==> config.mk <==
export PLATFORM = sky130hd
export DESIGN_NAME = result_collector
export DESIGN_NICKNAME = d
export VERILOG_FILES = /design/src/source/accel_pkg.sv /design/src/source/result_collector.sv
export VERILOG_INCLUDE_DIRS = /design/src /design/src/include
export SDC_FILE = /design/constraint.sdc
export NUM_CORES = 1
export LEC_CHECK = 0
export BUFFER_PORTS_ARGS = -buffer_cell sky130_fd_sc_hd__buf_2
export CAP_MARGIN = 20
export CORE_MARGIN = 2
export CORE_UTILIZATION = 30
export DETAILED_ROUTE_END_ITERATION = 16
export GPL_ROUTABILITY_DRIVEN = 0
export PLACE_DENSITY = 0.64
export SYNTH_ARGS = -nofsm -noshare
export SYNTH_HDL_FRONTEND = slang
export SYNTH_SLANG_ARGS = --single-unit
==> constraint.sdc <==
create_clock -name clk -period 2.1 [get_ports clk]
set_input_delay 0.105 -clock clk [delete_from_list [all_inputs] [get_ports clk]]
set_output_delay 0.105 -clock clk [all_outputs]
set_load 0.05 [all_outputs]
==> src/include/accel_settings.svh <==
`ifndef ACCEL_SETTINGS_SVH
`define ACCEL_SETTINGS_SVH

// widths
`define ACC_INSTR_BITS 105
`define ACC_OP_BITS 3
`define ACC_ADDR_BITS 10
`define ACC_DIM_BITS 8
`define ACC_WORD_BITS 16

// words per result buffer
`define ACC_BUF_DEPTH 1024

// instruction field low bits, bits 68 to 101 unused here
`define ACC_OP_LSB 102
`define ACC_A_SRC_LSB 58
`define ACC_A_CHANNEL_LSB 50
`define ACC_A_ROW_LSB 42
`define ACC_A_COL_LSB 34
`define ACC_B_SRC_LSB 24
`define ACC_B_CHANNEL_LSB 16
`define ACC_B_ROW_LSB 8
`define ACC_B_COL_LSB 0

`endif

==> src/source/accel_pkg.sv <==
`include "accel_settings.svh"

package accel_pkg;

    typedef logic [`ACC_INSTR_BITS-1:0] instr_t;
    typedef logic [`ACC_ADDR_BITS-1:0] word_addr_t;
    typedef logic [`ACC_DIM_BITS-1:0] dim_t;
    typedef logic [`ACC_WORD_BITS-1:0] word_t;
    typedef logic [`ACC_OP_BITS-1:0] op_t;

    // layer opcodes, 3 to 7 are illegal
    typedef enum op_t {
        op_load = 3'd0,
        op_conv = 3'd1,
        op_mat  = 3'd2
    } accel_op_e;

    typedef enum logic [1:0] {
        st_idle,
        st_wait_both,
        st_wait_sys
    } dispatch_state_e;

endpackage

==> src/source/result_collector.sv <==
`timescale 1ns/1ps

module result_collector (
    input  logic                  clk,
    input  logic                  rst,
    input  logic                  result_valid,
    input  accel_pkg::word_t      result_uni,
    input  accel_pkg::word_t      result_wei,
    input  accel_pkg::word_addr_t data_total,
    output logic                  wr_en,
    output accel_pkg::word_addr_t wr_addr,
    output accel_pkg::word_t      wr_uni,
    output accel_pkg::word_t      wr_wei,
    output logic                  done
);

    accel_pkg::word_addr_t last_addr;

    assign last_addr = accel_pkg::word_addr_t'(data_total - 1'b1);

    // address starts at all ones so the first result lands at 0
    always_ff @(posedge clk or negedge rst) begin
        if (!rst) begin
            wr_en   <= 1'b0;
            wr_addr <= '1;
            done    <= 1'b0;
        end else if (result_valid) begin
            wr_en   <= 1'b1;
            wr_addr <= accel_pkg::word_addr_t'(wr_addr + 1'b1);
        end else begin
            wr_en <= 1'b0;
            done  <= (wr_addr == last_addr);
        end
    end

    always_ff @(posedge clk) begin
        if (result_valid) begin
            wr_uni <= result_uni;
            wr_wei <= result_wei;
        end
    end

    a_wr_after_result: assert property (@(posedge clk) disable iff (!rst)
        $rose(wr_en) |-> $past(result_valid))
        else $error("write enable rose without a result");

endmodule

==> results_dict.tcl <==
set metrics [dict create \
    status "finished clean" \
    worst-path-stages 5 \
    yosysTopAreaCell "edfxtp_1" \
    holdPathStages 2 \
    required_ns 2.30 \
    whs_ns 0.122 \
    p_leak_nw 1.22 \
    wl_met1_mm 1.85 \
    fin_tns_setup_ns 0 \
    start_kind "register" \
    die_x_um 82.2 \
    reg2regPathDepth 5 \
    fillers 516 \
    fmax_mhz 571 \
    synthTopCellsByArea "edfxtp_1, dfstp_2, xnor2_1, xor2_1, dfrtp_1" \
    grt_util_all_layers_pct 13.1 \
    clock_latency_ns 0.29 \
    yosysSeqAreaShare_pct 69.4 \
    yosysWarnings 0 \
    period_minus_slack_ns 1.75 \
    fin_crit_sh_pct 83.4 \
    cp_cell_sequence "xor2_1 -> nor4bb_1 -> a221oi_1 -> o2bb2ai_1 -> o31ai_2" \
    wl_met3_um 492 \
    grt-ovfl-total 0 \
    cts_resized 0 \
    syn_inst 125 \
    crit_family "flip-flops" \
    vias 1507 \
    path_clk_slew_ns 0.08 \
    met2_length_mm 1.96 \
    syn_nets 172 \
    crit_fanout 5 \
    grt_pass1_wl_mm 6.62 \
    avgRoutedWirePerCell_um 13.4 \
    dr.pass1.iters 4 \
    hpwl_mm 3.17 \
    ir_worst_vdd_v 0.000552 \
    coreArea_um2 5920 \
    die_h_um 82.2 \
    antenna_found_initial 0 \
    synth_seq_cells 44 \
    synth.most_common_cell "edfxtp_1" \
    post_cts_buffers 0 \
    placedInstanceArea_um2 2370 \
    cpMaxStageDelayCell "dfstp_2" \
    synth_cell_types 42 \
    synth_top_area_share_pct 52.4 \
    finish.utilization_pct 47.8 \
    fp-row-count 28 \
    synth_area_um2 1830 \
    path_class "reg2reg" \
    crit_arrival_ns 1.95 \
    synth.avg_cell_area_um2 14.7 \
    tightest_slew_ns 0.462 \
    via_per_inst 4.61 \
    drt-total-wl_mm 4.40 \
    drtIter0Drc 26 \
    synthTopCellsByCount "edfxtp_1, dfstp_2, xnor2_1" \
    io_pins 89 \
    synth-edff-count 32 \
    clockBufferDepth 2 \
    htree_levels 2 \
    synthFlopType "edfxtp_1" \
    hold_viol 0 \
    highest_layer "met4" \
    grt_pass1_vias 1431 \
    antenna_cells 0 \
    hold_class "in2reg" \
    slew_violations 0 \
    async_flop_share_pct 27.3 \
    tritoncts "built" \
    cts_root_buf "clkbuf_8" \
    start_util_pct 31.0 \
    io_buffers 88 \
    cellPowerDensity_nw_per_um2 1030 \
    critPathBufInv 0 \
    design_area_um2 2830 \
    die-area_um2 6760 \
    setup_violations 0 \
    grt_max_degree 32 \
    finish.net_count 299 \
    slew_headroom_pct 68.4 \
    postCtsHoldBufs 31 \
    cts_buffers 5 \
    max-cap-violations 0 \
    syn_to_final_growth_pct 54.3 \
    ant_nets 0 \
    rsz0062_at_grt "no" \
    drive_gt1_share_pct 44.8 \
    cts_sinks 44 \
    slowest_delay_ns 0.58 \
    drcViolationCount 0 \
    finClkSkew_ns 0.00538 \
    cp-end-kind "register" \
]
[cell usage in the layout, fill, tap and decap left out, types with 2 or more instances in the layout]
| cell | instances |
|---|---|
| dfstp_2 | 10 |
| clkbuf_8 | 5 |
| edfxtp_1 | 32 |
| inv_1 | 7 |
| xnor2_1 | 10 |
| or3_1 | 2 |
| xor2_1 | 6 |
| nand3_1 | 2 |
| dfrtp_1 | 2 |
| and3_1 | 4 |
| a21oi_1 | 2 |
| o21ai_0 | 3 |
| buf_4 | 2 |
| buf_2 | 88 |
| nor2_1 | 4 |
| nand2_1 | 7 |
| dlygate4sd3_1 | 33 |
| ha_1 | 2 |
| bufinv_16 | 2 |
| o2111ai_1 | 2 |
| nand2b_1 | 3 |
[report_power, final]
group          internal [mW]  switching, mW
Sequential              1.11          0.128
Combinational          0.300          0.639
Clock                  0.468          0.262
Total                   1.88           1.03
[metal layers]
| metal | up-vias | track usage (%) |
|---|---|---|
| li1 | 721 | - |
| met1 | 686 | 15.3 |
| met2 | 90 | 21.9 |
| met3 | 10 | 4.02 |
| met4 | 0 | 6.50 |
| met5 | - | 0 |
[sequential cells by signal, summed over array words and instances (netlist names)]
register,cells
wr_uni,16
wr_addr,10
wr_wei,16
wr_en,1
done,1
[kinds of logic (layout without fill, tap and decap cells)]
family | after synthesis | after routing | synth area share (%)
AOI/OAI and AO/OA | 21 | 21 | 9.35
xor gates and xnor gates | 16 | 16 | 7.64
adders and majority gates | 2 | 2 | 1.36
buffers and inverters | 10 | 137 | 2.11
DFF | 44 | 44 | 69.4
muxes | 1 | 1 | 0.614
and+or+nand+nor | 31 | 31 | 9.48
[final timing paths]
path / slack, ns / endpoint / from
min: 0.12 / wr_addr[0] / result_valid
max in group asynchronous: 1.61 / wr_addr[9] / rst
max: 0.35 / done / wr_addr[6]
min in group asynchronous: 0.21 / wr_en / rst
max reg2reg: 0.35 / done / wr_addr[6]
min reg2reg: 0.51 / wr_addr[9] / wr_addr[9]
[layout make-up]
| type | instances | area [um^2] | area share, % |
|---|---|---|---|
| clock buffer | 5 | 68.8 | 2.43 |
| clock inverter | 2 | 60.1 | 2.12 |
| inverter | 7 | 26.3 | 0.928 |
| multi-input combinational | 71 | 522 | 18.4 |
| sequential | 44 | 1270 | 45.0 |
| tap | 75 | 93.8 | 3.32 |
| timing repair buffer | 123 | 786 | 27.8 |
[per-stage QoR]
stage	instances	setup WS, ns	power (mW)
2_1_floorplan	125	0.211	1.88
3_3_place_gp	287	0.281	2.13
3_5_place_dp	287	0.250	2.15
4_1_cts	325	0.333	2.93
5_1_grt	327	0.268	3.06
6_report	327	0.350	2.90
(Power assumes the default switching activity.)
