===== config.mk =====
export PLATFORM = sky130hd
export DESIGN_NAME = layer_config_regs
export DESIGN_NICKNAME = d
export VERILOG_FILES = /design/src/source/accel_pkg.sv /design/src/source/layer_config_regs.sv
export VERILOG_INCLUDE_DIRS = /design/src /design/src/include
export SDC_FILE = /design/constraint.sdc
export NUM_CORES = 1
export LEC_CHECK = 0
export BUFFER_PORTS_ARGS = -buffer_cell sky130_fd_sc_hd__buf_2
export CORE_MARGIN = 3
export CORE_UTILIZATION = 35
export CTS_BUF_LIST = sky130_fd_sc_hd__clkbuf_4 sky130_fd_sc_hd__clkbuf_8 sky130_fd_sc_hd__clkbuf_16
export DETAILED_ROUTE_END_ITERATION = 10
export PLACE_DENSITY = 0.82
export SLEW_MARGIN = 20
export SYNTH_ARGS = -nofsm -noshare
export SYNTH_HDL_FRONTEND = slang
export SYNTH_SLANG_ARGS = --single-unit

===== constraint.sdc =====
create_clock -name clk -period 0.9 [get_ports clk]
set_input_delay 0 -clock clk [delete_from_list [all_inputs] [get_ports clk]]
set_output_delay 0 -clock clk [all_outputs]
set_load 0.02 [all_outputs]

===== src/include/accel_settings.svh =====
`ifndef ACCEL_SETTINGS_SVH
`define ACCEL_SETTINGS_SVH

// widths
`define ACC_INSTR_BITS 105
`define ACC_OP_BITS 3
`define ACC_ADDR_BITS 10
`define ACC_DIM_BITS 8
`define ACC_WORD_BITS 16

// words per result buffer
`define ACC_BUF_DEPTH 1024

// instruction field low bits, bits 68 to 101 unused here
`define ACC_OP_LSB 102
`define ACC_A_SRC_LSB 58
`define ACC_A_CHANNEL_LSB 50
`define ACC_A_ROW_LSB 42
`define ACC_A_COL_LSB 34
`define ACC_B_SRC_LSB 24
`define ACC_B_CHANNEL_LSB 16
`define ACC_B_ROW_LSB 8
`define ACC_B_COL_LSB 0

`endif


===== src/source/accel_pkg.sv =====
`include "accel_settings.svh"

package accel_pkg;

    typedef logic [`ACC_INSTR_BITS-1:0] instr_t;
    typedef logic [`ACC_ADDR_BITS-1:0] word_addr_t;
    typedef logic [`ACC_DIM_BITS-1:0] dim_t;
    typedef logic [`ACC_WORD_BITS-1:0] word_t;
    typedef logic [`ACC_OP_BITS-1:0] op_t;

    // layer opcodes, 3 to 7 are illegal
    typedef enum op_t {
        op_load = 3'd0,
        op_conv = 3'd1,
        op_mat  = 3'd2
    } accel_op_e;

    typedef enum logic [1:0] {
        st_idle,
        st_wait_both,
        st_wait_sys
    } dispatch_state_e;

endpackage


===== src/source/layer_config_regs.sv =====
`timescale 1ns/1ps
`include "accel_settings.svh"

module layer_config_regs (
    input  logic                  clk,
    input  logic                  rst,
    input  accel_pkg::instr_t     instr,
    input  logic                  load_fields,
    input  logic                  load_op,
    output accel_pkg::op_t        instr_op,
    output accel_pkg::op_t        held_op,
    output accel_pkg::word_addr_t a_src_addr,
    output accel_pkg::dim_t       a_channel,
    output accel_pkg::dim_t       a_row,
    output accel_pkg::dim_t       a_col,
    output accel_pkg::word_addr_t b_src_addr,
    output accel_pkg::dim_t       b_channel,
    output accel_pkg::dim_t       b_row,
    output accel_pkg::dim_t       b_col
);

    // raw field slices
    accel_pkg::word_addr_t in_a_src;
    accel_pkg::dim_t       in_a_channel;
    accel_pkg::dim_t       in_a_row;
    accel_pkg::dim_t       in_a_col;
    accel_pkg::word_addr_t in_b_src;
    accel_pkg::dim_t       in_b_channel;
    accel_pkg::dim_t       in_b_row;
    accel_pkg::dim_t       in_b_col;

    assign instr_op     = instr[`ACC_OP_LSB +: `ACC_OP_BITS];
    assign in_a_src     = instr[`ACC_A_SRC_LSB +: `ACC_ADDR_BITS];
    assign in_a_channel = instr[`ACC_A_CHANNEL_LSB +: `ACC_DIM_BITS];
    assign in_a_row     = instr[`ACC_A_ROW_LSB +: `ACC_DIM_BITS];
    assign in_a_col     = instr[`ACC_A_COL_LSB +: `ACC_DIM_BITS];
    assign in_b_src     = instr[`ACC_B_SRC_LSB +: `ACC_ADDR_BITS];
    assign in_b_channel = instr[`ACC_B_CHANNEL_LSB +: `ACC_DIM_BITS];
    assign in_b_row     = instr[`ACC_B_ROW_LSB +: `ACC_DIM_BITS];
    assign in_b_col     = instr[`ACC_B_COL_LSB +: `ACC_DIM_BITS];

    // layer fields, shared by both engines
    always_ff @(posedge clk) begin
        if (load_fields) begin
            a_src_addr <= in_a_src;
            a_channel  <= in_a_channel;
            a_row      <= in_a_row;
            a_col      <= in_a_col;
            b_src_addr <= in_b_src;
            b_channel  <= in_b_channel;
            b_row      <= in_b_row;
            b_col      <= in_b_col;
        end
    end

    // compute op replayed on sys_done
    always_ff @(posedge clk or negedge rst) begin
        if (!rst) begin
            held_op <= accel_pkg::op_load;
        end else if (load_op) begin
            held_op <= instr_op;
        end
    end

endmodule


==> flow_summary.toml, run 1 <==
[sta]
fmax_mhz = 1060
final.setup_skew_ns = 0
slew-limit-headroom = 0.821
final.hold.worst_slack_ns = 0.168
worst-slew-pin-transition_ns = 0.268
finalSetupViolations = 7
grt_setup_unrepaired = "true"
final_worst_path_period_share = 1.05
tmin_final_ns = 0.945
finalHoldViolations = 0
final_critical_path_setup_slack_ns = -0.0448
slew_viol_final = 0

[synth]
synthesis.yosys.warnings = 0
postSynthRegisterBits = 71
netlist_top_cells_area = "sky130_fd_sc_hd__edfxtp_1 94%, sky130_fd_sc_hd__dfrtp_1 3.5%, sky130_fd_sc_hd__mux2_2 1.6%, sky130_fd_sc_hd__buf_4 1.0%"
synth_area_um2 = 2170
netlist.area_leader.share = 0.940
synth_seq_area_share = 0.974
netlist.top_cell.by_area = "sky130_fd_sc_hd__edfxtp_1"
synth_cells = 77
synth.lib_cells_used.distinct = 4
postSynthNetCount = 186
post_synth.cell_area_avg_um2 = 28.2

[power]
static-leakage-power_nw = 1.80
pwr-share-clk = 0.296
power.density_nw_per_um2 = 1810
sequentialPowerShare = 0.529
internal_power_mw = 5.66
netSwitchingPower_mw = 1.96
switching_portion_of_total_power = 0.257
post-layout-total-power_mw = 7.61
share_comb_of_total_power = 0.174
vdd_drop_max_v = 0.00147

[floorplanning]
initial_utilization = 0.365
die_area_um2 = 7190
core-area_um2 = 5960
die_w_um = 84.8
placementRows = 28
floorplan.io_pins = 183
floorplan.die.height_um = 84.8

[flow_run]
drv.max_cap_violation_count = 0

[clock_tree]
clkSlewWorstSetupHoldPaths_ns = 0.08
clock_latency_late_sink_ns = 0.33
cts-root-to-sink-buffers = 2
cts_max_level = 3
cts.sinks = 71
cts_tree = "done"
clk_root_buffer_cell = "sky130_fd_sc_hd__clkbuf_8"
cts-buffers-inserted = 9

[global_route]
first_pass_grt_wire_length_mm = 9.58
grt_start_max_net_pins = 49
first_global_vias = 1924
grt.overflow.total = 0
global_route.usage.total = 0.183
antenna_found_initial = 0

[setup_path]
critical_path_class = "register to output port"
reg2reg_to = "held_op[2]"
cp_top_family = "flip-flops"
worstSetupStartpoint = "a_row[7]"
crit_arrival_ns = 0.94
timing.reg2reg.worst_path_depth = 2
regToRegSetupSlack_ns = -0.03
critical_path.n_buffers_inverters = 1
ff_to_ff_start = "held_op[2]"
path_depth = 1
cp.required_ns = 0.90
critical_path.cell_chain = "buf_6"
critPathLaunchType = "register"
critical_path.slowest_cell = "sky130_fd_sc_hd__edfxtp_1"
worst_setup_path_end_kind = "output port"
crit_end = "a_row[7]"
worst-path-max-fanout = 1
max_stage_delay_ns = 0.45

[layout]
finalNonFillerCells = 390
post_route_cells_drive_above_1_share = 0.540
antenna_cells = 0
syn2layout_area_growth_pct = 93.7
final_core_utilization = 0.707
net_count_final = 419

[place]
routability_congestion_estimate = 0.736
place.port_buffers = 148
dp.cells = 299

[detailed_routing]
routed_wirelength_mm = 6.83
avgViaCountPerCell = 4.31
remaining_drc_errors = 0
post_drt_wl_per_cell_um = 17.5
route.antenna.remaining_nets = 0
detail_route.first_pass.iterations = 4
drt_iter0_drcs = 76
num_vias = 1679

[hold_path]
min_delay_path_depth = 2
worstHoldPathType = "input port to register"

[outcome]
failed_checks = "setup timing"
outcome = "finished with violations"
[final cells by class]
cell class	instances	area, µm²
multi-input cells	3	37.5
repair buffers	225	1780
clock inverters	6	46.3
clock buffers	10	131
well taps	75	93.8
flip-flops and latches	71	2120
fillers	385	1750
[cells in the mapped netlist]
cell type / n
sky130_fd_sc_hd__buf_4: 3
sky130_fd_sc_hd__edfxtp_1: 68
sky130_fd_sc_hd__dfrtp_1: 3
sky130_fd_sc_hd__mux2_2: 3
[through the flow]
step	setup TNS (ns)	setup WS [ns]	cell area (µm²)
4_1_cts	-0.174	-0.0470	4010
3_3_place_gp	0	0.168	3010
3_5_place_dp	0	0.134	3010
5_1_grt	-1.32	-0.0971	4210
2_1_floorplan	0	0.0739	2170
6_report	-0.169	-0.0448	4210
[what timing repair did]
action,CTS,global route
endpoints found under the setup margin,17,52
buffers inserted,1,0
hold buffers,74,0
pin swaps,0,0
hold endpoints to repair,74,0
resized for setup,22,66
[state kept, by name, indices dropped and copies added, names as in the netlist]
name / count
a_row: 8
b_channel: 8
b_src_addr: 10
held_op: 3
b_row: 8
a_channel: 8
b_col: 8
a_col: 8
a_src_addr: 10
[worst min path at each step]
stage,startpoint,end,slack (ns)
final,load_fields,a_col[6],0.17
after global routing,load_fields,a_col[6],0.17
after detailed placement,rst,held_op[0],-0.20
after floorplan,rst,held_op[0],-0.30
after global placement,rst,held_op[2],-0.20
after CTS,load_fields,a_channel[2],0.15
[routing by layer]
metal,track usage,routed length (µm)
met1,0.179,2210
met2,0.308,3650
met3,0.0942,803
met4,0.105,174
met5,0,0
[cells by family after synthesis]
logic type	Yosys count	synth area share
DFF	71	0.974
buffers and inverters	3	0.0104
muxes	3	0.0155
[power groups by stage]
stage               Combinational [mW]  Clock, mW  Sequential, mW
global route                      1.39       2.46            4.06
floorplan                       0.0335          0            4.40
finish                            1.33       2.26            4.03
global placement                 0.847          0            4.03
CTS                               1.17       2.30            3.99
detailed placement               0.865          0            4.05
[cells in the final DEF, fill, tap and decap left out]
cell type	count
sky130_fd_sc_hd__buf_2	106
sky130_fd_sc_hd__dlygate4sd3_1	74
sky130_fd_sc_hd__edfxtp_1	68
sky130_fd_sc_hd__buf_6	43
sky130_fd_sc_hd__clkbuf_8	9
sky130_fd_sc_hd__dfrtp_1	3
sky130_fd_sc_hd__mux2_2	2
sky130_fd_sc_hd__clkinv_4	2
sky130_fd_sc_hd__clkinvlp_4	2
sky130_fd_sc_hd__mux2_4	1
sky130_fd_sc_hd__clkinv_2	1
sky130_fd_sc_hd__clkbuf_4	1
sky130_fd_sc_hd__inv_6	1
sky130_fd_sc_hd__buf_4	1
sky130_fd_sc_hd__buf_12	1
No activity file was read; power rests on OpenSTA's default activity.
==> run 2, diff against run 1 <==
--- a/config.mk
+++ b/config.mk
@@ -12,6 +12,7 @@
 export CTS_BUF_LIST = sky130_fd_sc_hd__clkbuf_4 sky130_fd_sc_hd__clkbuf_8 sky130_fd_sc_hd__clkbuf_16
 export DETAILED_ROUTE_END_ITERATION = 10
 export PLACE_DENSITY = 0.82
+export SETUP_SLACK_MARGIN = 0.2
 export SLEW_MARGIN = 20
 export SYNTH_ARGS = -nofsm -noshare
 export SYNTH_HDL_FRONTEND = slang
==> flow_summary.toml, run 2 (same netlist as run 1, synthesis figures left out) <==
[setup_path]
critical_path_class = "register to output port"
worst-path-max-fanout = 1
max_stage_delay_ns = 0.43
critical_path.slowest_cell = "sky130_fd_sc_hd__edfxtp_1"
crit_arrival_ns = 0.91
critical_path.cell_chain = "buf_6"
cp.required_ns = 0.90
cp_top_family = "flip-flops"
critical_path.n_buffers_inverters = 1
regToRegSetupSlack_ns = 0.11
worst_setup_path_end_kind = "output port"
critPathLaunchType = "register"

[outcome]
failed_checks = "hold timing, setup timing"
outcome = "finished with violations"

[sta]
finalHoldViolations = 1
slew-limit-headroom = 0.849
setup_tns_ns = -0.00906
fmax_mhz = 1100
slew_viol_final = 0
final.setup_skew_ns = 0
tmin_final_ns = 0.909
grt_setup_unrepaired = "true"
final_critical_path_setup_slack_ns = -0.00906
worst-slew-pin-transition_ns = 0.227
finalSetupViolations = 1
final_worst_path_period_share = 1.01
final.hold.worst_slack_ns = -0.00235

[floorplanning]
floorplan.io_pins = 183
core-area_um2 = 5960
placementRows = 28
die_w_um = 84.8
initial_utilization = 0.365
floorplan.die.height_um = 84.8
die_area_um2 = 7190

[detailed_routing]
post_drt_wl_per_cell_um = 16.0
avgViaCountPerCell = 4.21
routed_wirelength_mm = 6.19
num_vias = 1635
remaining_drc_errors = 0
drt_iter0_drcs = 66
detail_route.first_pass.iterations = 5
route.antenna.remaining_nets = 0

[global_route]
grt_start_max_net_pins = 44
antenna_found_initial = 0
first_pass_grt_wire_length_mm = 9.47
first_global_vias = 1886
global_route.usage.total = 0.178
grt.overflow.total = 0

[layout]
syn2layout_area_growth_pct = 106
most_common_cell_after_layout_fill_and_taps_aside = "sky130_fd_sc_hd__buf_2"
antenna_cells = 0
final_cell_area_um2 = 4470
commonest_cells_after_routing_fill_and_taps_aside = "78 x sky130_fd_sc_hd__buf_2, 73 x sky130_fd_sc_hd__dlygate4sd3_1, 70 x sky130_fd_sc_hd__buf_6, 68 x sky130_fd_sc_hd__edfxtp_1, 9 x sky130_fd_sc_hd__clkbuf_8"
final_core_utilization = 0.751
filler_cell_count = 350
layout_top_registers = "a_src_addr: 10 flops, b_src_addr: 10 flops"
net_count_final = 417
post_route_cells_drive_above_1_share = 0.550

[clock_tree]
clock_latency_late_sink_ns = 0.32
cts_max_level = 3
clkSlewWorstSetupHoldPaths_ns = 0.08
cts_setup_buffers = 0
clk_root_buffer_cell = "sky130_fd_sc_hd__clkbuf_8"
cts_tree = "done"
cts-root-to-sink-buffers = 2
cts-buffers-inserted = 9
post_cts_hold_buffer_count = 73
cts.sinks = 71

[place]
routability_congestion_estimate = 0.663
place_worst_setup_slack_ns = 0.142
place.port_buffers = 148
placed_area_um2 = 3030

[hold_path]
worstHoldPathType = "input port to register"

[flow_run]
drv.max_cap_violation_count = 0

[power]
vdd_drop_max_v = 0.00134
power.density_nw_per_um2 = 1950
static-leakage-power_nw = 1.91
run 2: changes by cell type in the layout (fill, tap and decap cells not counted), sizes merged:
| cell | delta |
|---|---|
| bufinv | +4 |
| dlygate4sd3 | -1 |
| buf | -1 |
| clkinvlp | -1 |
| inv | -1 |
| clkinv | -2 |
run 2: where the power goes:
| group | switching [mW] | leakage (nW) | internal [mW] |
|---|---|---|---|
| clock | 1.11 | 0.130 | 2.15 |
| sequential | 0.127 | 0.698 | 3.92 |
| combinational | 0.615 | 1.08 | 0.812 |
run 2: path summary, 6_finish.rpt:
path / start / to / cells after the start
setup / recovery: a_channel[4] / a_channel[4] / 1
hold / removal: load_op / held_op[1] / 2
setup reg to reg: held_op[2] / held_op[2] / 1
hold reg to reg: held_op[1] / held_op[1] / 1
max in group asynchronous: rst / held_op[0] / 3
min in group asynchronous: rst / held_op[2] / 3
run 2: final cells by class:
| type | count | area, µm² | share of cell area |
|---|---|---|---|
| Sequential cell | 71 | 2120 | 0.474 |
| Clock buffer | 10 | 131 | 0.0294 |
| Clock inverter | 6 | 133 | 0.0297 |
| Tap cell | 75 | 93.8 | 0.0210 |
| Timing Repair Buffer | 223 | 1950 | 0.436 |
| Multi-Input combinational cell | 3 | 45.0 | 0.0101 |
run 2: through the flow:
stage               hold WS, ns  total power [mW]  cells
finish                 -0.00235              8.73    388
global route            -0.0216              9.07    388
CTS                     -0.0268              8.81    388
detailed placement       -0.202              4.92    299
global placement         -0.205              4.89    299
floorplan                -0.296              4.44     77
run 2: timing repair:
action | 4_1_cts | 5_1_grt
gates resized for setup | 139 | 4
hold endpoints to repair | 74 | 3
endpoints found under the setup margin | 74 | 74
run 2: metal layers:
layer,vias to the layer above,wire (µm),GRT usage
li1,766,-,-
met2,89,3480,0.340
met4,0,80,0.0691
met3,9,502,0.0579
met1,771,2130,0.174
met5,-,0,0
