File: src/include/accel_settings.svh
`ifndef ACCEL_SETTINGS_SVH
`define ACCEL_SETTINGS_SVH

// widths
`define ACC_INSTR_BITS 105
`define ACC_OP_BITS 3
`define ACC_ADDR_BITS 10
`define ACC_DIM_BITS 8
`define ACC_WORD_BITS 16

// words per result buffer
`define ACC_BUF_DEPTH 1024

// instruction field low bits, bits 68 to 101 unused here
`define ACC_OP_LSB 102
`define ACC_A_SRC_LSB 58
`define ACC_A_CHANNEL_LSB 50
`define ACC_A_ROW_LSB 42
`define ACC_A_COL_LSB 34
`define ACC_B_SRC_LSB 24
`define ACC_B_CHANNEL_LSB 16
`define ACC_B_ROW_LSB 8
`define ACC_B_COL_LSB 0

`endif

File: src/source/accel_pkg.sv
`include "accel_settings.svh"

package accel_pkg;

    typedef logic [`ACC_INSTR_BITS-1:0] instr_t;
    typedef logic [`ACC_ADDR_BITS-1:0] word_addr_t;
    typedef logic [`ACC_DIM_BITS-1:0] dim_t;
    typedef logic [`ACC_WORD_BITS-1:0] word_t;
    typedef logic [`ACC_OP_BITS-1:0] op_t;

    // layer opcodes, 3 to 7 are illegal
    typedef enum op_t {
        op_load = 3'd0,
        op_conv = 3'd1,
        op_mat  = 3'd2
    } accel_op_e;

    typedef enum logic [1:0] {
        st_idle,
        st_wait_both,
        st_wait_sys
    } dispatch_state_e;

endpackage

File: src/source/dispatch_ctrl.sv
`timescale 1ns/1ps

module dispatch_ctrl (
    input  logic           clk,
    input  logic           rst,
    input  logic           instr_valid,
    input  accel_pkg::op_t instr_op,
    input  accel_pkg::op_t held_op,
    input  logic           uni_ack,
    input  logic           sys_ack,
    input  logic           sys_done,
    output logic           ack,
    output logic           uni_cfg_valid,
    output logic           sys_cfg_valid,
    output accel_pkg::op_t cfg_op,
    output logic           load_fields,
    output logic           load_op
);

    accel_pkg::dispatch_state_e state;
    logic                       legal;
    logic                       accept;

    assign legal = (instr_op == accel_pkg::op_load) ||
                   (instr_op == accel_pkg::op_conv) ||
                   (instr_op == accel_pkg::op_mat);

    assign accept      = instr_valid && legal && (state == accel_pkg::st_idle);
    assign load_fields = accept && (instr_op == accel_pkg::op_load);
    assign load_op     = accept && (instr_op != accel_pkg::op_load);

    always_ff @(posedge clk or negedge rst) begin
        if (!rst) begin
            state         <= accel_pkg::st_idle;
            ack           <= 1'b0;
            uni_cfg_valid <= 1'b0;
            sys_cfg_valid <= 1'b0;
            cfg_op        <= accel_pkg::op_load;
        end else begin
            // valids are single-cycle pulses
            ack           <= 1'b0;
            uni_cfg_valid <= 1'b0;
            sys_cfg_valid <= 1'b0;
            case (state)
                accel_pkg::st_idle: begin
                    if (accept) begin
                        ack           <= 1'b1;
                        uni_cfg_valid <= 1'b1;
                        sys_cfg_valid <= 1'b1;
                        cfg_op        <= instr_op;
                        state         <= accel_pkg::st_wait_both;
                    end else if (sys_done) begin
                        // array alone gets the stored compute op
                        sys_cfg_valid <= 1'b1;
                        cfg_op        <= held_op;
                        state         <= accel_pkg::st_wait_sys;
                    end
                end
                accel_pkg::st_wait_both: begin
                    if (uni_ack && sys_ack) begin
                        state <= accel_pkg::st_idle;
                    end
                end
                accel_pkg::st_wait_sys: begin
                    if (sys_ack) begin
                        state <= accel_pkg::st_idle;
                    end
                end
                default: begin
                    state <= accel_pkg::st_idle;
                end
            endcase
        end
    end

    a_ack_single: assert property (@(posedge clk) disable iff (!rst) ack |=> !ack)
        else $error("ack held for two cycles");

    a_ack_cfg: assert property (@(posedge clk) disable iff (!rst) ack |-> uni_cfg_valid)
        else $error("ack without uni_cfg_valid");

    a_uni_accept: assert property (@(posedge clk) disable iff (!rst)
        uni_cfg_valid |-> $past(accept))
        else $error("uni_cfg_valid without an accepted instruction");

endmodule

File: config.mk
export PLATFORM = sky130hd
export DESIGN_NAME = dispatch_ctrl
export DESIGN_NICKNAME = d
export VERILOG_FILES = /design/src/source/accel_pkg.sv /design/src/source/dispatch_ctrl.sv
export VERILOG_INCLUDE_DIRS = /design/src /design/src/include
export SDC_FILE = /design/constraint.sdc
export NUM_CORES = 1
export LEC_CHECK = 0
export CAP_MARGIN = 25
export CORE_AREA = 5 5 42 44
export DETAILED_ROUTE_END_ITERATION = 16
export DIE_AREA = 0 0 47 49
export DONT_BUFFER_PORTS = 1
export SLEW_MARGIN = 20
export SYNTH_ARGS = -nofsm -noshare
export SYNTH_HDL_FRONTEND = slang
export SYNTH_SLANG_ARGS = --single-unit
File: constraint.sdc
create_clock -name clk -period 1.5 [get_ports clk]
set_clock_uncertainty 0.05 [all_clocks]
set_input_delay 0.375 -clock clk [delete_from_list [all_inputs] [get_ports clk]]
set_output_delay 0.375 -clock clk [all_outputs]
set_load 0.01 [all_outputs]
==> results by group, run 1 <==
Status
  – Status: complete, but fails checks
  – Failing checks: negative setup slack

Worst hold path
  – Hold Path Origin: uni_ack
  – Hold WC Path Type: in2reg

Timing
  – Slew HR: 69.9%
  – Worst-margin pin slew: 0.447 ns
  – Fmax: 630 MHz
  – Final Worst Setup Slack: -0.0868 ns
  – Hold_ws: 0.172 ns
  – Post-route setup TNS: -0.226 ns
  – Fin. max-slew vios: 0
  – Final min period: 1.59 ns
  – Period utilisation layout: 106%
  – Hold Vio Cnt, Final: 0
  – RSZ-0062 raised after global routing: yes
  – Setup Viol. Count Final: 4

Global routing
  – Initial antenna violation count: 0
  – Gr ovfl total: 0
  – Vias in the first global route: 261
  – Total Routing Usage GR: 8.00%
  – Largest net degree at the start of global routing: 8
  – First-pass GRT wire length: 1230 µm

Placed design
  – # port buffers: 0
  – Post-Place Cell Area: 378 µm²
  – DP Wirelength: 613 µm
  – Routability cong.: 0.652

Detailed routing
  – DRT Wirelength: 832 µm
  – Drt initial violations: 7
  – Vias: 266
  – DRT Pass-1 Iters: 4
  – Drc violations: 0
  – Drt wl/cell: 15.4 µm
  – Avg Vias per Cell: 4.93
  – ANT nets after route: 0

Worst setup path
  – WS Path Type: reg2out
  – CP Max Fanout: 3
  – Crit path DAT: 1.16 ns
  – Startpoint types: flip-flop
  – Required time worst endpoint: 1.07 ns
  – Cell Chain, Critical Path: buf_6 -> nor2_4 -> nand3_4 -> nor2b_4
  – Crit-path max cell delay: 0.39 ns
  – CP max-delay cell: dfrtp_1
  – Reg2reg start: state[1]
  – Worst setup startpoint: state[0]
  – CP endpoint kind: primary output

Floorplan
  – Core Area: 0.00140 mm²
  – Die area: 0.00230 mm²
  – Chip Height: 49 µm
  – I/O pins: 20
  – Initial Utilization: 23.7%
  – Row cnt: 14
  – Die X: 47 µm

Layout
  – Final core utilization: 33.8%
  – Filler cells: 155
  – Design Area, Final: 474 µm²
  – Area grow syn2layout: 42.5%
  – Final nets: 51
  – Layout cells sized above 1: 47.4%
  – # diodes: 0

Pwr
  – Leak: 0.222 nW
  – Tot Pwr: 930 µW
  – Worst vdd ir: 0.744 mV
  – PD cells: 1960 mW/mm²

Clock tree
  – H-tree depth: 1
  – CTS tree: yes
  – Root Buffer: clkbuf_4
  – Worst-path clk slew: 0.05 ns
  – Maximum root-to-sink buffer count: 2
  – Clk_lat worst skew: 0.25 ns
  – Clock Sinks: 7
  – CTS buffer count: 3

Synth
  – Synthesized cell area: 333 µm²
  – Synth warn: 0
  – Area leader, netlist: dfrtp_1
  – Synth Register Bits: 7
  – Synth top area cells: dfrtp_1 (53%), mux2_4 (9.0%), mux2_2 (6.8%)
  – Avg Cell Area, Syn: 11.5 µm²
  – Synth unique cells: 17
  – Synth Instances: 29
  – Yosys top cell area share: 52.6%
  – Seq/Total Area, Yosys: 52.6%
  – Net Count, Synth: 41

Flow run
  – Maxcap violations: 0
[registers in the layout, indices dropped and copies added (netlist names)]
name / count
sys_cfg_valid: 1
state: 2
cfg_op: 3
uni_cfg_valid: 1
[per-stage QoR]
step	std cells	worst slack, ns
floorplan	29	-0.0849
global placement	47	-0.0309
detailed placement	47	-0.0554
CTS	53	-0.0868
global route	54	-0.125
finish	54	-0.0868
[cell usage in the layout, fill, tap and decap left out]
cell,count
dfrtp_1,7
mux2_4,4
buf_4,4
clkbuf_4,3
nand2_1,2
nor2_4,2
a21oi_1,2
buf_6,2
nor2b_1,1
nand3_4,1
inv_1,1
nor3_1,1
nor2b_4,1
or3b_4,1
a32o_1,1
nor3b_1,1
or2_1,1
a311oi_1,1
clkbuf_1,1
dlygate4sd3_1,1
[critical path, delay by kind of cell, from the launching register on]
kind / cells / cell delay (ns)
AND/OR/NAND/NOR: 3 / 0.39
buffers and inverters: 1 / 0.13
flip-flops: 1 / 0.39
[power breakdown]
part	switching, mW	total [mW]	internal, mW
logic	0.143	0.396	0.253
clock network	0.0738	0.176	0.102
registers	0.0876	0.359	0.271
total	0.304	0.930	0.626
[repair_timing]
item	CTS	global route
hold endpoints to repair	7	0
hold buffers	1	0
setup buffers	1	1
pin swaps	2	1
gates resized for setup	9	2
setup endpoints to repair	4	4
[synthesized netlist by cell type (all sizes together)]
cell type / n
a21oi: 2
a311oi: 1
a32o: 1
buf: 2
dfrtp: 7
inv: 1
mux2: 4
nand2: 2
nand3: 1
nor2: 2
nor2b: 2
nor3: 1
nor3b: 1
or2: 1
or3b: 1
[cells by family (layout without fill, tap and decap cells)]
family | count (synthesis) | after routing | synth area share (%)
DFF | 7 | 7 | 52.6
AOI/OAI and AO/OA | 4 | 4 | 8.65
muxes | 4 | 4 | 15.8
buffers and inverters | 3 | 12 | 4.89
and+or+nand+nor | 11 | 11 | 18.0
[path summary, 6_finish.rpt]
path | endpoint | slack [ns] | depth (start not counted)
setup / recovery | load_fields | -0.09 | 4
hold / removal | state[0] | 0.17 | 1
setup reg to reg | cfg_op[1] | -0.04 | 3
hold reg to reg | cfg_op[2] | 0.55 | 1
max in group asynchronous | cfg_op[0] | 0.74 | 1
min in group asynchronous | state[0] | 0.41 | 1
[layout make-up]
class / instances / area (µm²) / share of cell area [%]
tap: 16 / 20.0 / 4.22
sequential: 7 / 175 / 36.9
timing repair buffer: 7 / 62.6 / 13.2
clock buffer: 4 / 26.3 / 5.54
multi-input combinational: 19 / 186 / 39.3
inverter: 1 / 3.75 / 0.792
[layer usage]
| metal | wire [µm] | track usage, % | share of wire [%] | vias up |
|---|---|---|---|---|
| met4 | 7 | 4.15 | 0.84 | 0 |
| li1 | - | - | - | 118 |
| met3 | 137 | 7.38 | 16 | 2 |
| met5 | 0 | 0 | 0 | - |
| met2 | 360 | 9.28 | 43 | 19 |
| met1 | 326 | 9.60 | 39 | 127 |
Power figures use the tool's default switching activity.
==> inputs of run 2 (changes only) <==
CORE_AREA = 2 2 39 41   (was 5 5 42 44)
DIE_AREA = 0 0 41 43   (was 0 0 47 49)
PLACE_DENSITY = 0.36   (was not set)
==> run 2 against run 1 <==
The flow still finishes with violations (negative setup slack); global-route usage up 2.2 points; largest cell class unchanged; total power down 1.5%; count of clock-buffer cells in the layout did not move; die area fell by 23%; first-iteration DRC count decreased by 71%; sequential power fell by 2%; combinational power rose by 2%; largest power group unchanged; cell area up 1.6%; fmax increased by 2.4%.
==> results by group, run 2 (synthesized netlist as in run 1, its figures left out) <==
Timing
  – Hold_ws: 0.189 ns (+0.0171 ns)
  – Worst-margin pin slew: 0.431 ns (-0.0168 ns)
  – Fmax: 645 MHz (+2.4%)
  – Period utilisation layout: 103% (-2.4 points)
  – Setup Viol. Count Final: 4 (unchanged)
  – RSZ-0062 raised after global routing: yes
  – Fin. max-slew vios: 0 (unchanged)
  – Slew HR: 71.1% (+1.1 points)
  – Hold Vio Cnt, Final: 0 (unchanged)
  – Final min period: 1.55 ns (-0.0367 ns)
  – Final Worst Setup Slack: -0.0501 ns (+0.0367 ns)

Floorplan
  – Initial Utilization: 24.1% (+0.30 points)
  – Chip Height: 43 µm (-12%)
  – Core Area: 0.00138 mm² (-1.2%)
  – Row cnt: 14 (unchanged)
  – Die X: 41 µm (-13%)
  – Die area: 0.00176 mm² (-23%)
  – I/O pins: 20 (unchanged)

Worst setup path
  – Crit-path max cell delay: 0.38 ns (about the same)
  – WS Path Type: reg2out
  – CP endpoint kind: primary output
  – CP max-delay cell: dfrtp_1
  – CP Max Fanout: 3 (unchanged)
  – Critical path's top delay family: flip-flops
  – Reg2reg start: state[1]
  – Cell Chain, Critical Path: buf_6 -> nor2_4 -> nand3_4 -> nor2b_4
  – Worst setup startpoint: state[1]
  – Required time worst endpoint: 1.07 ns (about the same)
  – Buf/Inv on CP: 1 (unchanged)
  – Startpoint types: flip-flop
  – Crit path DAT: 1.13 ns (-0.03 ns)

Detailed routing
  – Vias: 258 (-3.0%)
  – Drc violations: 0 (unchanged)
  – Routed met2 length: 350 µm (-2.8%)
  – Wire length on met1: 266 µm (-18%)
  – DRT Pass-1 Iters: 3 (-1)
  – Drt initial violations: 2 (-5)
  – Highest routed layer: met3
  – Metal3 WL: 107 µm (-22%)
  – ANT nets after route: 0 (unchanged)
  – Avg Vias per Cell: 4.69 (-4.8%)
  – DRT Wirelength: 724 µm (-13%)
  – Drt wl/cell: 13.2 µm (-15%)

Global routing
  – Vias in the first global route: 288 (+10%)
  – First-pass GRT wire length: 1180 µm (-4.0%)
  – Total Routing Usage GR: 10.2% (+2.2 points)
  – Largest net degree at the start of global routing: 8 (unchanged)
  – Gr ovfl total: 0 (unchanged)
  – Initial antenna violation count: 0 (unchanged)

Worst hold path
  – Hold WC Path Type: in2reg
  – Hold Path Origin: uni_ack

Layout
  – Design Area, Final: 482 µm² (+1.6%)
  – Final nets: 52 (+2.0%)
  – # diodes: 0 (unchanged)
  – Final core utilization: 34.8% (+0.97 points)
  – Final Non-Filler Cells: 55 (+1.9%)
  – Area grow syn2layout: 44.7%
  – Most common cell after layout, fill and taps aside: dfrtp_1
  – Max FFs per register: 3 (unchanged)
  – Most frequent cells in the layout: dfrtp_1 (7), buf_4 (5), mux2_4 (4)
  – Top Registers: cfg_op: 3 flops, state: 2 flops
  – Layout cells sized above 1: 48.7% (+1.3 points)
  – Top reg by flops: cfg_op

Clock tree
  – H-tree depth: 1 (unchanged)
  – CTS tree: yes
  – Clock Sinks: 7 (unchanged)
  – Clk_lat worst skew: 0.24 ns (about the same)
  – Maximum root-to-sink buffer count: 2 (unchanged)
  – CTS buffer count: 3 (unchanged)
  – Worst-path clk slew: 0.05 ns (about the same)
  – Root Buffer: clkbuf_4

Placed design
  – Post-Place Cell Area: 385 µm² (+2.0%)
  – Routability cong.: 0.708 (+8.5%)
  – # port buffers: 0 (unchanged)
  – Placed cell count: 48 (+2.1%)
  – DP Wirelength: 565 µm (-7.7%)

Pwr
  – PD cells: 1900 mW/mm² (-3.0%)
  – Worst vdd ir: 0.549 mV (-26%)
  – Leak: 0.226 nW (+1.8%)

Flow run
  – Maxcap violations: 0 (unchanged)

Status
  – Failing checks: negative setup slack
  – Status: complete, but fails checks
[run 2: report_power, final]
group / switching [mW] / internal [mW]
Sequential: 0.0798 / 0.271
Combinational: 0.146 / 0.257
Clock: 0.0613 / 0.101
[run 2: stage by stage]
step                power (mW)  worst slack, ns  setup TNS (ns)
floorplan                0.566          -0.0849          -0.170
global placement         0.632          -0.0334         -0.0598
detailed placement       0.638          -0.0566          -0.112
CTS                      0.907          -0.0567          -0.161
global route             0.996           -0.115          -0.360
finish                   0.916          -0.0501          -0.163
[run 2: cell type report]
type,instances,area (µm²)
multi-input combinational,19,186
timing repair buffer,8,70.1
sequential,7,175
inverter,1,3.75
clock buffer,4,26.3
tap,16,20.0
fill,136,902
[run 2: worst paths after layout]
check | end | slack [ns] | depth (start not counted)
worst max-delay path | load_fields | -0.05 | 4
worst min-delay path | state[0] | 0.19 | 1
worst max register to register | cfg_op[1] | -0.03 | 3
worst min register to register | cfg_op[2] | 0.55 | 1
max in group asynchronous | cfg_op[2] | 0.76 | 1
min in group asynchronous | sys_cfg_valid | 0.41 | 1
[run 2: what timing repair did]
action,CTS,global route
endpoints found under the setup margin,4,4
pin swaps,2,1
setup buffers,1,1
gates cloned,0,0
hold buffers,1,0
resized for setup,11,0
endpoints found under the hold margin,7,0
[run 2: layer usage]
| metal | up-vias | global-route usage (%) |
|---|---|---|
| li1 | 122 | - |
| met1 | 120 | 11.3 |
| met2 | 16 | 15.6 |
| met3 | 0 | 8.90 |
| met4 | 0 | 0 |
| met5 | - | 0 |
[run 2: worst register-to-register path, delay by kind of cell, from the launching register on]
| family | cells | cell delay (ns) |
|---|---|---|
| mux | 2 | 0.56 |
| simple gates | 1 | 0.43 |
| flops | 1 | 0.38 |
==> inputs of run 3 (changes only) <==
RECOVER_POWER = 25   (was not set)
clock period = 1.37 ns   (was 1.5 ns; I/O delays follow)
==> run 3 against run 2 <==
The run still ends with negative setup slack left; count of clock-buffer cells in the layout stayed put; sequential share of layout area rose by 0.58 points; sequential power grew 9.4%; via count shrank 1.9%; first-iteration DRC count increased by 50%; die area unchanged; worst setup slack got worse by 0.14 ns; non-clock buffer count down 2; core utilization is 0.54 points lower; global-route usage shrank 0.40 points; hold slack got worse by 0.031 ns; combinational power rose by 3%.
==> results by group, run 3 (synthesized netlist as in run 1, its figures left out) <==
Status
  – Status: complete, but fails checks
  – Failing checks: negative setup slack

Floorplan
  – Chip Height: 43 µm (unchanged)
  – Die X: 41 µm (unchanged)
  – Initial Utilization: 24.1% (unchanged)
  – Row cnt: 14 (unchanged)
  – I/O pins: 20 (unchanged)
  – Core Area: 0.00138 mm² (unchanged)
  – Die area: 0.00176 mm² (unchanged)

Timing
  – Hold Vio Cnt, Final: 0 (unchanged)
  – Final Worst Setup Slack: -0.189 ns (-0.139 ns)
  – Worst-margin pin slew: 0.409 ns (-0.0213 ns)
  – Fmax: 641 MHz
  – Setup Viol. Count Final: 5 (+1)
  – Fin. max-slew vios: 0 (unchanged)
  – Slew HR: 72.5% (+1.4 points)
  – Final min period: 1.56 ns
  – RSZ-0062 raised after global routing: yes
  – Period utilisation layout: 114%

Detailed routing
  – Avg Vias per Cell: 4.77 (+1.8%)
  – DRT Wirelength: 733 µm (+1.2%)
  – Drt initial violations: 3 (+1)
  – Drt wl/cell: 13.8 µm (+5.1%)
  – Drc violations: 0 (unchanged)
  – ANT nets after route: 0 (unchanged)
  – Vias: 253 (-1.9%)
  – DRT Pass-1 Iters: 2 (-1)

Worst hold path
  – Hold path depth: 1 (unchanged)
  – Hold WC Path Type: in2reg

Worst setup path
  – R2R depth: 3 (unchanged)
  – Crit-path max cell delay: 0.44 ns (+0.06 ns)
  – WS Path Type: reg2reg
  – Crit path DAT: 1.63 ns (+0.50 ns)
  – CP max-delay cell: or3b_4
  – Most Frequent Cell on Critical Path: mux2_4
  – Cell Chain, Critical Path: or3b_4 -> mux2_4 -> mux2_4
  – Startpoint types: flip-flop
  – CP Max Fanout: 3 (unchanged)
  – Required time worst endpoint: 1.45 ns (+0.38 ns)
  – CP endpoint kind: flip-flop

Global routing
  – Largest net degree at the start of global routing: 8 (unchanged)
  – First-pass GRT wire length: 1100 µm (-7.0%)
  – Total Routing Usage GR: 9.84% (-0.40 points)
  – Vias in the first global route: 277 (-3.8%)
  – Gr ovfl total: 0 (unchanged)
  – Initial antenna violation count: 0 (unchanged)

Flow run
  – Maxcap violations: 0 (unchanged)

Clock tree
  – Worst-path clk slew: 0.05 ns (about the same)
  – Clock Sinks: 7 (unchanged)
  – CTS buffer count: 3 (unchanged)
  – Clk_lat worst skew: 0.24 ns (about the same)
  – Maximum root-to-sink buffer count: 2 (unchanged)
  – Root Buffer: clkbuf_4
  – H-tree depth: 1 (unchanged)
  – CTS tree: yes

Layout
  – Final nets: 50 (-3.8%)
  – Layout cells sized above 1: 48.6% (-0.069 points)
  – # diodes: 0 (unchanged)
  – Area grow syn2layout: 42.5%
  – Max FFs per register: 3 (unchanged)
  – Area occupied by registers: 175 µm² (unchanged)
  – Top reg by flops: cfg_op
  – Filler cells: 140 (+2.9%)
  – Most frequent cells in the layout: dfrtp_1 (7), mux2_4 (4), clkbuf_4 (3), buf_6 (3)
  – Most common cell after layout, fill and taps aside: dfrtp_1
  – Area of the multi-input gates: 190 µm² (+2.0%)
  – Top Registers: cfg_op: 3 flops, state: 2 flops

Pwr
  – PD cells: 2060 mW/mm² (+8.5%)
  – Worst vdd ir: 0.822 mV (+50%)
  – Leak: 0.217 nW (-3.9%)
  – Tot Pwr: 979 µW (+6.8%)

Placed design
  – Pre-CTS WS: -0.185 ns (-0.129 ns)
  – Routability cong.: 0.691 (-2.4%)
  – # port buffers: 0 (unchanged)
  – DP Wirelength: 582 µm (+3.0%)
run 3: where the power goes:
part,total (mW),internal (mW),leakage (nW),switching (mW)
clock,0.177,0.111,0.0150,0.0668
sequential,0.384,0.297,0.0877,0.0873
combinational,0.417,0.258,0.114,0.159
run 3: final cells by class:
| cell class | instances | share of cell area [%] |
|---|---|---|
| Multi-Input combinational cell | 19 | 40.1 |
| Sequential cell | 7 | 36.9 |
| Timing Repair Buffer | 6 | 12.4 |
| Clock buffer | 4 | 5.54 |
| Tap cell | 16 | 4.22 |
| Inverter | 1 | 0.792 |
run 3: path summary, 6_finish.rpt:
| path | startpoint | endpoint | slack [ns] |
|---|---|---|---|
| worst max-delay path | state[0] | cfg_op[1] | -0.19 |
| worst min-delay path | uni_ack | state[0] | 0.16 |
| worst max register to register | state[0] | cfg_op[1] | -0.19 |
| worst min register to register | state[1] | state[0] | 0.50 |
| max in group asynchronous | rst | state[0] | 0.65 |
| min in group asynchronous | rst | sys_cfg_valid | 0.38 |
run 3: worst max-delay path: cells and delay by family, from the launching register on:
| family | cells | cell delay (ns) |
|---|---|---|
| mux | 2 | 0.57 |
| flops | 1 | 0.39 |
| simple gates | 1 | 0.44 |
run 3: metal layers:
metal / wire (µm) / vias to the layer above / track usage [%]
met4: 0 / 0 / 0
met2: 380 / 15 / 15.9
li1: - / 119 / -
met3: 99 / 0 / 8.90
met1: 253 / 119 / 9.65
met5: 0 / - / 0
run 3: repair_timing:
item                                    CTS  global route
resized for setup                        11             2
pin swaps                                 3             1
buffers inserted                          0             0
endpoints found under the hold margin     7             0
endpoints found under the setup margin    6             5
hold buffers                              1             0
run 3: stage by stage:
stage               instances  util [%]  TNS (ns)  hold WS [ns]  area [µm²]
finish                     53      34.3    -0.692         0.159         474
global route               53      34.3    -0.920         0.150         474
CTS                        53      33.7    -0.626         0.157         467
detailed placement         48      27.8    -0.433      -0.00292         385
global placement           48      27.8    -0.366      -0.00291         385
floorplan                  29         -    -0.442      -0.00309         347
